**src/rtl/matmul_pkg.sv**
```systemverilog
// Tile geometry, element/row/result types and operand FIFO depth for the matmul engine
`default_nettype none

package matmul_pkg;

  // Element and tile geometry
  localparam int ELEM_WIDTH   = 8;             // One signed matrix element
  localparam int TILE_N       = 4;             // Elements per row or column
  localparam int TILE_ELEMS   = TILE_N * TILE_N; // Results per instruction
  localparam int RESULT_WIDTH = 32;            // One C element

  // Operand pairs buffered between fetcher and dot-product unit
  localparam int FIFO_DEPTH = 4;

  typedef logic signed [ELEM_WIDTH-1:0] elem_t;

  // Element 0 sits in the low bits, same layout for A rows and B columns
  typedef elem_t [TILE_N-1:0] row_t;

  typedef logic signed [RESULT_WIDTH-1:0] result_t;

  // Counts 0..TILE_ELEMS inclusive
  typedef logic [$clog2(TILE_ELEMS+1)-1:0] tile_cnt_t;

endpackage

`default_nettype wire

```
**src/rtl/mem_port_pkg.sv**
```systemverilog
// Memory address/word widths, address type and read latency of the memory ports
`default_nettype none

package mem_port_pkg;

  localparam int ADDR_WIDTH     = 16;   // Word address
  localparam int MEM_WORD_WIDTH = 32;   // One read word, holds a full row or column
  localparam int READ_LATENCY   = 1;    // Cycles from enable to data

  typedef logic [ADDR_WIDTH-1:0] addr_t;

endpackage

`default_nettype wire

```
**src/rtl/dot_product_unit.sv**
```systemverilog
// Signed four-element dot product with registered valid/ready result
`default_nettype none

module dot_product_unit
  import matmul_pkg::*;
(
  input  wire logic clk,
  input  wire logic reset,
  input  wire logic pop_valid_i,
  output logic      pop_ready_o,
  input  wire row_t a_row_i,
  input  wire row_t b_col_i,
  output logic      res_valid_o,
  input  wire logic res_ready_i,
  output result_t   res_data_o
);

  // Four 16-bit products need two extra bits
  typedef logic signed [2*ELEM_WIDTH+1:0] sum_t;

  sum_t    sum;
  logic    res_valid_q;
  result_t res_data_q;
  logic    take;

  // Accept when output register empties this cycle
  assign pop_ready_o = ~res_valid_q || res_ready_i;
  assign take        = pop_valid_i && pop_ready_o;

  // Multiply-accumulate over the tile width
  always_comb begin
    sum = '0;
    for (int k = 0; k < TILE_N; k++) begin
      sum = sum + sum_t'($signed(a_row_i[k]) * $signed(b_col_i[k]));
    end
  end

  always_ff @(posedge clk) begin
    if (reset) begin
      res_valid_q <= 1'b0;
    end else if (take) begin
      res_valid_q <= 1'b1;
    end else if (res_ready_i) begin
      res_valid_q <= 1'b0;    // Result taken, nothing new
    end
  end

  always_ff @(posedge clk) begin
    if (take) res_data_q <= result_t'(sum);    // Sign-extended
  end

  assign res_valid_o = res_valid_q;
  assign res_data_o  = res_data_q;

  // Held result must not change under back-pressure
  a_res_hold: assert property (@(posedge clk) disable iff (reset)
    res_valid_o && !res_ready_i |=> res_valid_o && $stable(res_data_o));

endmodule

`default_nettype wire

```
**src/rtl/matmul_controller.sv**
```systemverilog
// Instruction register, busy/done state and start pulse of the matmul engine
`default_nettype none

module matmul_controller
  import mem_port_pkg::*;
(
  input  wire logic  clk,
  input  wire logic  reset,
  input  wire logic  instr_valid_i,
  output logic       instr_ready_o,
  input  wire addr_t a_base_i,
  input  wire addr_t b_base_i,
  input  wire addr_t c_base_i,
  input  wire logic  tile_done_i,    // Last C write accepted
  output logic       done_o,
  output logic       start_o,        // One cycle after instruction transfer
  output addr_t      a_base_o,
  output addr_t      b_base_o,
  output addr_t      c_base_o
);

  logic busy_q;
  logic done_q;
  logic start_q;
  logic instr_fire;

  assign instr_fire    = instr_valid_i && instr_ready_o;
  assign instr_ready_o = ~busy_q;    // Single instruction at a time

  // Busy/done state
  always_ff @(posedge clk) begin
    if (reset) begin
      busy_q  <= 1'b0;
      done_q  <= 1'b0;
      start_q <= 1'b0;
    end else begin
      start_q <= instr_fire;
      if (instr_fire) begin
        busy_q <= 1'b1;
        done_q <= 1'b0;    // Done drops only when new work arrives
      end else if (tile_done_i) begin
        busy_q <= 1'b0;
        done_q <= 1'b1;
      end
    end
  end

  // Base addresses, held for the whole tile
  always_ff @(posedge clk) begin
    if (instr_fire) begin
      a_base_o <= a_base_i;
      b_base_o <= b_base_i;
      c_base_o <= c_base_i;
    end
  end

  assign done_o  = done_q;
  assign start_o = start_q;

  // Writer must never finish a tile the controller did not start
  a_done_only_when_busy: assert property (@(posedge clk) disable iff (reset)
    tile_done_i |-> busy_q);

endmodule

`default_nettype wire

```
**src/rtl/matmul_top.sv**
```systemverilog
// Top level: controller, operand fetcher, operand FIFO, dot-product unit and result writer
`default_nettype none

module matmul_top
  import matmul_pkg::*;
  import mem_port_pkg::*;
(
  input  wire logic    clk,
  input  wire logic    reset,
  // Instruction channel
  input  wire logic    instr_valid_i,
  output logic         instr_ready_o,
  input  wire addr_t   a_base_i,
  input  wire addr_t   b_base_i,
  input  wire addr_t   c_base_i,
  output logic         done_o,
  // A and B read ports, one cycle latency
  output logic         rd_a_en_o,
  output addr_t        rd_a_addr_o,
  input  wire row_t    rd_a_data_i,
  output logic         rd_b_en_o,
  output addr_t        rd_b_addr_o,
  input  wire row_t    rd_b_data_i,
  // C write port
  output logic         wr_valid_o,
  input  wire logic    wr_ready_i,
  output addr_t        wr_addr_o,
  output result_t      wr_data_o
);

  logic    start;
  logic    tile_done;
  addr_t   a_base;
  addr_t   b_base;
  addr_t   c_base;
  logic    push_valid;
  logic    push_ready;
  row_t    push_a;
  row_t    push_b;
  logic    pop_valid;
  logic    pop_ready;
  row_t    pop_a;
  row_t    pop_b;
  logic    res_valid;
  logic    res_ready;
  result_t res_data;

  matmul_controller controller_inst (
    .clk, .reset, .instr_valid_i, .instr_ready_o, .a_base_i, .b_base_i, .c_base_i,
    .tile_done_i(tile_done), .done_o, .start_o(start),
    .a_base_o(a_base), .b_base_o(b_base), .c_base_o(c_base)
  );

  // Producer
  operand_fetcher fetcher_inst (
    .clk, .reset, .start_i(start), .a_base_i(a_base), .b_base_i(b_base),
    .rd_a_en_o, .rd_a_addr_o, .rd_a_data_i, .rd_b_en_o, .rd_b_addr_o, .rd_b_data_i,
    .push_valid_o(push_valid), .push_ready_i(push_ready),
    .push_a_o(push_a), .push_b_o(push_b)
  );

  operand_fifo fifo_inst (
    .clk, .reset, .push_valid_i(push_valid), .push_ready_o(push_ready),
    .push_a_i(push_a), .push_b_i(push_b), .pop_valid_o(pop_valid),
    .pop_ready_i(pop_ready), .pop_a_o(pop_a), .pop_b_o(pop_b)
  );

  // Consumer, compute then write
  dot_product_unit dot_inst (
    .clk, .reset, .pop_valid_i(pop_valid), .pop_ready_o(pop_ready),
    .a_row_i(pop_a), .b_col_i(pop_b), .res_valid_o(res_valid),
    .res_ready_i(res_ready), .res_data_o(res_data)
  );

  result_writer writer_inst (
    .clk, .reset, .start_i(start), .c_base_i(c_base),
    .res_valid_i(res_valid), .res_ready_o(res_ready), .res_data_i(res_data),
    .wr_valid_o, .wr_ready_i, .wr_addr_o, .wr_data_o, .tile_done_o(tile_done)
  );

endmodule

`default_nettype wire

```
**src/rtl/operand_fetcher.sv**
```systemverilog
// Operand fetcher walking (i, j) over the tile, paired A/B read issue and push of returned pairs
`default_nettype none

module operand_fetcher
  import matmul_pkg::*;
  import mem_port_pkg::*;
(
  input  wire logic  clk,
  input  wire logic  reset,
  input  wire logic  start_i,        // Begin a new tile
  input  wire addr_t a_base_i,
  input  wire addr_t b_base_i,
  output logic       rd_a_en_o,
  output addr_t      rd_a_addr_o,
  input  wire row_t  rd_a_data_i,
  output logic       rd_b_en_o,
  output addr_t      rd_b_addr_o,
  input  wire row_t  rd_b_data_i,
  output logic       push_valid_o,
  input  wire logic  push_ready_i,
  output row_t       push_a_o,
  output row_t       push_b_o
);

  typedef logic [$clog2(TILE_N)-1:0] idx_t;

  idx_t                    i_q;        // A row index
  idx_t                    j_q;        // B column index that runs fastest
  logic                    active_q;   // Pairs still to issue
  logic [READ_LATENCY-1:0] pend_q;     // Reads on their way back
  logic                    issue;
  logic [MEM_WORD_WIDTH-1:0] a_word;   // Raw memory words
  logic [MEM_WORD_WIDTH-1:0] b_word;

  // At most one pair in flight and FIFO space checked at issue time
  assign issue = active_q && push_ready_i && ~|pend_q;

  assign rd_a_en_o   = issue;
  assign rd_b_en_o   = issue;
  assign rd_a_addr_o = a_base_i + addr_t'(i_q);   // Word i of A holds row i
  assign rd_b_addr_o = b_base_i + addr_t'(j_q);   // Word j of B holds column j

  always_ff @(posedge clk) begin
    if (reset) begin
      active_q <= 1'b0;
      pend_q   <= '0;
      i_q      <= '0;
      j_q      <= '0;
    end else begin
      pend_q <= READ_LATENCY'({pend_q, issue});    // Shift along the read latency
      if (start_i) begin
        active_q <= 1'b1;
        i_q      <= '0;
        j_q      <= '0;
      end else if (issue) begin
        if (j_q == idx_t'(TILE_N - 1)) begin
          j_q <= '0;
          if (i_q == idx_t'(TILE_N - 1)) active_q <= 1'b0;    // Last pair issued
          else i_q <= i_q + 1'b1;
        end else begin
          j_q <= j_q + 1'b1;
        end
      end
    end
  end

  // Returned data goes straight into the FIFO
  assign a_word       = rd_a_data_i;
  assign b_word       = rd_b_data_i;
  assign push_valid_o = pend_q[READ_LATENCY-1];
  assign push_a_o     = a_word;
  assign push_b_o     = b_word;

  // Space reserved at issue must still be there on return
  a_push_has_space: assert property (@(posedge clk) disable iff (reset)
    push_valid_o |-> push_ready_i);

endmodule

`default_nettype wire

```
**src/rtl/operand_fifo.sv**
```systemverilog
// Operand FIFO of A-row/B-column pairs with valid/ready on push and pop sides
`default_nettype none

module operand_fifo
  import matmul_pkg::*;
(
  input  wire logic clk,
  input  wire logic reset,
  input  wire logic push_valid_i,
  output logic      push_ready_o,
  input  wire row_t push_a_i,
  input  wire row_t push_b_i,
  output logic      pop_valid_o,
  input  wire logic pop_ready_i,
  output row_t      pop_a_o,
  output row_t      pop_b_o
);

  typedef logic [$clog2(FIFO_DEPTH)-1:0]   ptr_t;
  typedef logic [$clog2(FIFO_DEPTH+1)-1:0] cnt_t;

  row_t mem_a [FIFO_DEPTH];    // A rows
  row_t mem_b [FIFO_DEPTH];    // B columns in the same slot as their row
  ptr_t wr_ptr_q;
  ptr_t rd_ptr_q;
  cnt_t count_q;
  logic push;
  logic pop;

  assign push_ready_o = (count_q != cnt_t'(FIFO_DEPTH));
  assign pop_valid_o  = (count_q != '0);
  assign push         = push_valid_i && push_ready_o;
  assign pop          = pop_valid_o && pop_ready_i;

  // Pair storage
  always_ff @(posedge clk) begin
    if (push) begin
      mem_a[wr_ptr_q] <= push_a_i;
      mem_b[wr_ptr_q] <= push_b_i;
    end
  end

  always_ff @(posedge clk) begin
    if (reset) begin
      wr_ptr_q <= '0;
      rd_ptr_q <= '0;
      count_q  <= '0;
    end else begin
      if (push) wr_ptr_q <= (wr_ptr_q == ptr_t'(FIFO_DEPTH - 1)) ? '0 : wr_ptr_q + 1'b1;
      if (pop)  rd_ptr_q <= (rd_ptr_q == ptr_t'(FIFO_DEPTH - 1)) ? '0 : rd_ptr_q + 1'b1;
      case ({push, pop})
        2'b10:   count_q <= count_q + 1'b1;
        2'b01:   count_q <= count_q - 1'b1;
        default: count_q <= count_q;    // Both or neither
      endcase
    end
  end

  assign pop_a_o = mem_a[rd_ptr_q];
  assign pop_b_o = mem_b[rd_ptr_q];

  // Producer must never push into a full FIFO
  a_no_push_when_full: assert property (@(posedge clk) disable iff (reset)
    push_valid_i |-> (count_q != cnt_t'(FIFO_DEPTH)));

endmodule

`default_nettype wire

```
**src/rtl/result_writer.sv**
```systemverilog
// Result writer: C address generation, memory write handshake and write counting
`default_nettype none

module result_writer
  import matmul_pkg::*;
  import mem_port_pkg::*;
(
  input  wire logic    clk,
  input  wire logic    reset,
  input  wire logic    start_i,      // Clears the write count
  input  wire addr_t   c_base_i,
  input  wire logic    res_valid_i,
  output logic         res_ready_o,
  input  wire result_t res_data_i,
  output logic         wr_valid_o,
  input  wire logic    wr_ready_i,
  output addr_t        wr_addr_o,
  output result_t      wr_data_o,
  output logic         tile_done_o   // High on the 16th write transfer
);

  tile_cnt_t cnt_q;       // Completed writes, also the row-major C offset
  logic      wr_valid_q;
  result_t   wr_data_q;
  logic      wr_fire;

  assign wr_fire     = wr_valid_q && wr_ready_i;
  assign res_ready_o = ~wr_valid_q || wr_ready_i;

  always_ff @(posedge clk) begin
    if (reset) begin
      wr_valid_q <= 1'b0;
      cnt_q      <= '0;
    end else begin
      if (res_valid_i && res_ready_o) wr_valid_q <= 1'b1;
      else if (wr_ready_i)            wr_valid_q <= 1'b0;
      if (start_i)      cnt_q <= '0;
      else if (wr_fire) cnt_q <= cnt_q + 1'b1;
    end
  end

  always_ff @(posedge clk) begin
    if (res_valid_i && res_ready_o) wr_data_q <= res_data_i;
  end

  // C[i][j] lands at c_base + 4i + j, i.e. base plus write index
  assign wr_addr_o   = c_base_i + addr_t'(cnt_q);
  assign wr_data_o   = wr_data_q;
  assign wr_valid_o  = wr_valid_q;
  assign tile_done_o = wr_fire && (cnt_q == tile_cnt_t'(TILE_ELEMS - 1));

  // Write request holds while memory stalls
  a_wr_hold: assert property (@(posedge clk) disable iff (reset)
    wr_valid_o && !wr_ready_i |=> wr_valid_o && $stable(wr_addr_o) && $stable(wr_data_o));

endmodule

`default_nettype wire

```
**config.mk**
```make
export PLATFORM = sky130hd
export DESIGN_NAME = matmul_top
export DESIGN_NICKNAME = d
export VERILOG_FILES = /design/src/rtl/matmul_pkg.sv /design/src/rtl/mem_port_pkg.sv /design/src/rtl/dot_product_unit.sv /design/src/rtl/matmul_controller.sv /design/src/rtl/matmul_top.sv /design/src/rtl/operand_fetcher.sv /design/src/rtl/operand_fifo.sv /design/src/rtl/result_writer.sv
export SDC_FILE = /design/constraint.sdc
export NUM_CORES = 1
export LEC_CHECK = 0
export ABC_AREA = 1
export BUFFER_PORTS_ARGS = -buffer_cell sky130_fd_sc_hd__buf_2
export CORE_MARGIN = 4
export CORE_UTILIZATION = 65
export CTS_CLUSTER_SIZE = 24
export DETAILED_ROUTE_END_ITERATION = 7
export HOLD_SLACK_MARGIN = 0.08
export PLACE_DENSITY = 0.92
export SYNTH_ARGS = -nofsm -noshare
export SYNTH_HDL_FRONTEND = slang
export SYNTH_HIERARCHICAL = 1
export SYNTH_SLANG_ARGS = --single-unit
```
**constraint.sdc**
```tcl
create_clock -name clk -period 10.8 [get_ports clk]
set_input_delay 0.54 -clock clk [delete_from_list [all_inputs] [get_ports clk]]
set_output_delay 0.54 -clock clk [all_outputs]
set_load 0.02 [all_outputs]
```
== After elaboration in Yosys (flattened, before gate mapping) ==
Memory sizes are Yosys's and may differ from the RTL's. A register that Yosys moved wholly into a read port is not among the register bits.
Index checks and enable logic that the tools add are counted.

* Add/sub/neg operators: 13
* $mul: 4
* Equal/unequal tests: 8
* Multiplexer cells: 20
* Bitwise logic cells: 4
* Reductions and logical operators: 23

{| class="wikitable"
|+ Operators by type and width
! kind !! count
|-
| $mul 8x8->16 || 4
|-
| $add 18x18->18 || 2
|-
| $add 16x2->16 || 2
|-
| $add 18x16->18 || 1
|-
| $add 16x5->16 || 1
|-
| $mux 2 || 7
|-
| $reduce_bool 2->1 || 7
|-
| $mux 1 || 12
|-
| $eq 2x2->1 const B || 5
|-
| $add 2x1->2 const B || 4
|-
| $logic_and 1x1->1 || 8
|-
| $pmux 3 s2 || 1
|-
| $reduce_and 3->1 || 2
|-
| $add 5x1->5 const B || 1
|-
| $eq 5x4->1 const B || 1
|-
| $not 1->1 || 4
|-
| $reduce_or 2->1 || 2
|-
| $add 3x1->3 const B || 1
|-
| $ne 3x3->1 const B || 1
|-
| $reduce_bool 3->1 || 1
|-
| $sub 3x1->3 const B || 1
|-
| $eq 2x1->1 const B || 1
|-
| $logic_or 1x1->1 || 2
|-
| $logic_not 1->1 || 1
|}

* Register bits after elaboration: 107
* Memory bits (writable): 256
* Logic and storage cells: 92
* Memories kept: 2

{| class="wikitable"
|+ Memory list
! memory !! words !! bits a word !! rd ports !! clocked after Yosys merged registers in !! wr ports !! RTL line !! RTL
|-
| fifo_inst.mem_a || 4 || 32 || 1 || 1 || 1 || operand_fifo.sv:22 || <nowiki>row_t mem_a [FIFO_DEPTH];</nowiki>
|-
| fifo_inst.mem_b || 4 || 32 || 1 || 1 || 1 || operand_fifo.sv:23 || <nowiki>row_t mem_b [FIFO_DEPTH];</nowiki>
|}

== Logic depth before layout (Yosys ltp) ==
* Word-level depth: 6
* Depth in mapped cells: 35
* Depth with buffers taken out: 32

== Hierarchy ==
Netlist, hierarchy kept.

{| class="wikitable"
|+ Modules (own cells, without submodules)
! module !! times used !! cells each !! area each (µm²) !! seq. area each (µm²)
|-
| dot_product_unit || 1 || 1446 || 12221.7 || 560.5
|-
| operand_fifo || 1 || 689 || 10000.8 || 7867.5
|-
| result_writer || 1 || 181 || 1809.2 || 1081.0
|-
| operand_fetcher || 1 || 259 || 1571.5 || 120.1
|-
| matmul_controller || 1 || 63 || 1555.2 || 1501.4
|}

== Least setup slack after synthesis ==
Ideal clock, no wire load.

* Path type: register -> register
* From: register with a tool-made name
* To: register, netlist name dot_inst/res_data_o[17]
* Setup time: 252 ps
* Arrival: 6759 ps
* Path slack: 3788 ps
* Cell stages (with the launch flop): 30
* Period minus slack after synthesis: 7012 ps
* Path through: dfxtp_1 > buf_6 > inv_4 > buf_6 > buf_6 > nor2_1 > o22ai_1 > clkbuf_1 > nand2_1 > inv_1 > fa_1 > inv_1 > fa_1 > inv_1 > fa_1 > fa_1 > fa_1 > inv_1 > fa_1 > fa_1 > fa_1 > inv_1 > ha_1 > inv_1 > nor3_1 > o21ai_0 > nand4_1 > nor2_1 > nand3_1 > nand2_1

==> out/metrics.cfg <==
[run_status]
status=complete, no violations

[setup_path]
required_ns=11.09
reg2reg_slack_ns=1.97
startpoint_type=flip-flop
cpMaxStageDelayCell=inv_4
cp-end-kind=flip-flop
r2r_end=dot_inst/res_data_o[16]
r2r_cells=25
cpPeakStageDelay_ns=0.70
worst-path-max-fanout=76
arrival_ns=9.12
cp_common_cell=fa_1
path_class=reg -> reg

[timing]
finalCriticalPeriod_ns=8.829
max_slew_margin_pct=14.54
fin_tns_setup_ns=0
tightest_slew_ns=1.282
finalHoldViolations=0
fin_crit_sh_pct=81.75
setup_viol=0
maxSlewViolCount=0
holdWs_ns=0.1659
rsz0062_at_grt=false
skew_ns=0.02741
fmax_ghz=0.1133

[route]
drtAntennaViolNets=0
wl_microns=61850
drc_errors=0
routed_via_density=5.546
drtPass1Iterations=6
wl_per_cell_microns=18.86
drt_iter0_markers=1509
vias=18186

[logic_synthesis]
yosys.area.top_type=edfxtp_1
synthTopCellsByArea=edfxtp_1 39%, fa_1 24%, inv_1 8.4%
ys_warn_count=6
synth.cell_area_sq_um=27160
synthFlopType=edfxtp_1
seq_area_frac_synth_pct=40.98
synth_seq_cells=379
synth_top_area_share_pct=39.14
synth_edf_count=354
synth_cells=2638
synth_cell_types=37
syn_nets=3192
ys_async_sr_fraction_pct=0
syn_area_per_cell_sq_um=10.30

[die]
initial_utilization_pct=66.06
pin_count=201
die_h_microns=212.4
die_x_microns=212.4
core-area_sq_um=41110
num_rows=74
die_area_sq_um=45120

[clocking]
clk_pin_slew_worst_paths_ns=0.06
cts_setup_buffers=0
cts_tree=yes
postCtsResizedCells=0
cts.sinks=379
worst_skew_pair.late_latency_ns=0.56
h-tree-depth=2
ctsHoldBuffers=0
cts_buffers=37
clk_path_buf_depth=3
cts_root_buffer=clkbuf_16

[placement]
dp_hpwl_microns=47320
io_buffers=200
gp_congestion=0.9314

[min_path]
hp-start=b_base_i[4]
hold_depth=1
hp-class=in -> reg
hold_path_end=controller_inst/b_base_o[4]

[global_route]
gr-max-usage-layer=met2
grt_usage_pct=27.96
use_met2_pct=48.91
grt_max_degree=77
grt_pass1_wl_microns=98530
antenna_found_initial=1
overflow=0
use_met3_pct=4.560
grtUsageMet1_pct=36.06
grt_pass1_vias=19183

[final_layout]
final_common_cell=inv_1
nets=3271
mostFrequentLayoutCells=608 x inv_1, 418 x nand2_1, 354 x edfxtp_1
drive_gt1_share_pct=12.13
syn2layout_area_growth_pct=7.459

[flow_run]
maxCapViolCount=0

-- synth_stat cells, drive strengths merged (28+ instances only) --
library cell and n:
a21oi 28, buf 103, clkbuf 79, edfxtp 354, fa 322, ha 116
inv 614, nand2 429, nand3 52, nor2 223, o21ai 149, o22ai 64
-- registers in the layout, indices dropped and copies added (netlist names), 3 cells and up, named ones only --
register	cells
controller_inst/a_base_o	16
controller_inst/b_base_o	16
controller_inst/c_base_o	16
dot_inst/res_data_o	18
fifo_inst/count_q	3
fifo_inst/mem_a	128
fifo_inst/mem_b	128
writer_inst/cnt_q	5
writer_inst/wr_data_o	32
-- final cells by class --
| cell class | instances | area [sq um] |
|---|---|---|
| Sequential cell | 379 | 11140 |
| Clock buffer | 45 | 955.9 |
| Multi-Input combinational cell | 1462 | 12650 |
| Tap cell | 532 | 665.6 |
| Inverter | 615 | 2311 |
| Clock inverter | 23 | 296.5 |
| Antenna cell | 1 | 2.502 |
| Fill cell | 2748 | 11930 |
| Timing Repair Buffer | 222 | 1166 |
-- worst max-delay path, delay by kind of cell, from the launching register on --
family	cells	cell delay, ns
DFF	1	0.54
buffers and inverters	8	1.72
AOI/OAI and AO/OA	4	1.09
and+or+nand+nor	4	0.63
adders and majority gates	9	4.49
-- routing by layer --
metal | wire length [microns] | part of all wire (%)
met3 | 5071 | 8.2
met1 | 23360 | 38
met4 | 2258 | 3.7
met2 | 31160 | 50
met5 | 0 | 0
-- worst max path at each step --
stage	startpoint	end	slack [ns]	depth (start not counted)
after global routing	flip-flop	dot_inst/res_data_o[17]	1.56	26
final	flip-flop	dot_inst/res_data_o[16]	1.97	25
after global placement	flip-flop	dot_inst/res_data_o[17]	2.31	27
after CTS	flip-flop	dot_inst/res_data_o[16]	2.14	25
after floorplan	flip-flop	dot_inst/res_data_o[17]	3.79	29
after detailed placement	flip-flop	dot_inst/res_data_o[16]	2.17	25
-- metrics by stage --
stage	instances	setup slack, ns	cell area (sq um)	util, %
finish	3279	1.971	29180	70.99
global placement	3210	2.306	27930	67.94
global route	3279	1.564	29180	70.99
floorplan	2638	3.788	27160	-
detailed placement	3210	2.167	27930	67.94
CTS	3278	2.143	29180	70.99
-- kinds of logic (layout without fill, tap and decap cells) --
| logic type | after synthesis | in the layout | share of synthesized area (%) |
|---|---|---|---|
| other | 0 | 1 | 0 |
| XOR/XNOR | 34 | 34 | 1.096 |
| buffers and inverters | 797 | 905 | 12.59 |
| adder cells (fa/ha/maj) | 438 | 438 | 29.08 |
| AND/OR/NAND/NOR | 741 | 741 | 11.16 |
| AO/OA/AOI/OAI | 249 | 249 | 5.091 |
| flip-flops | 379 | 379 | 40.98 |
Power is left out: the tool's default activity adds up to more than one toggle a clock period on the data nets, which glitch-free logic cannot reach.
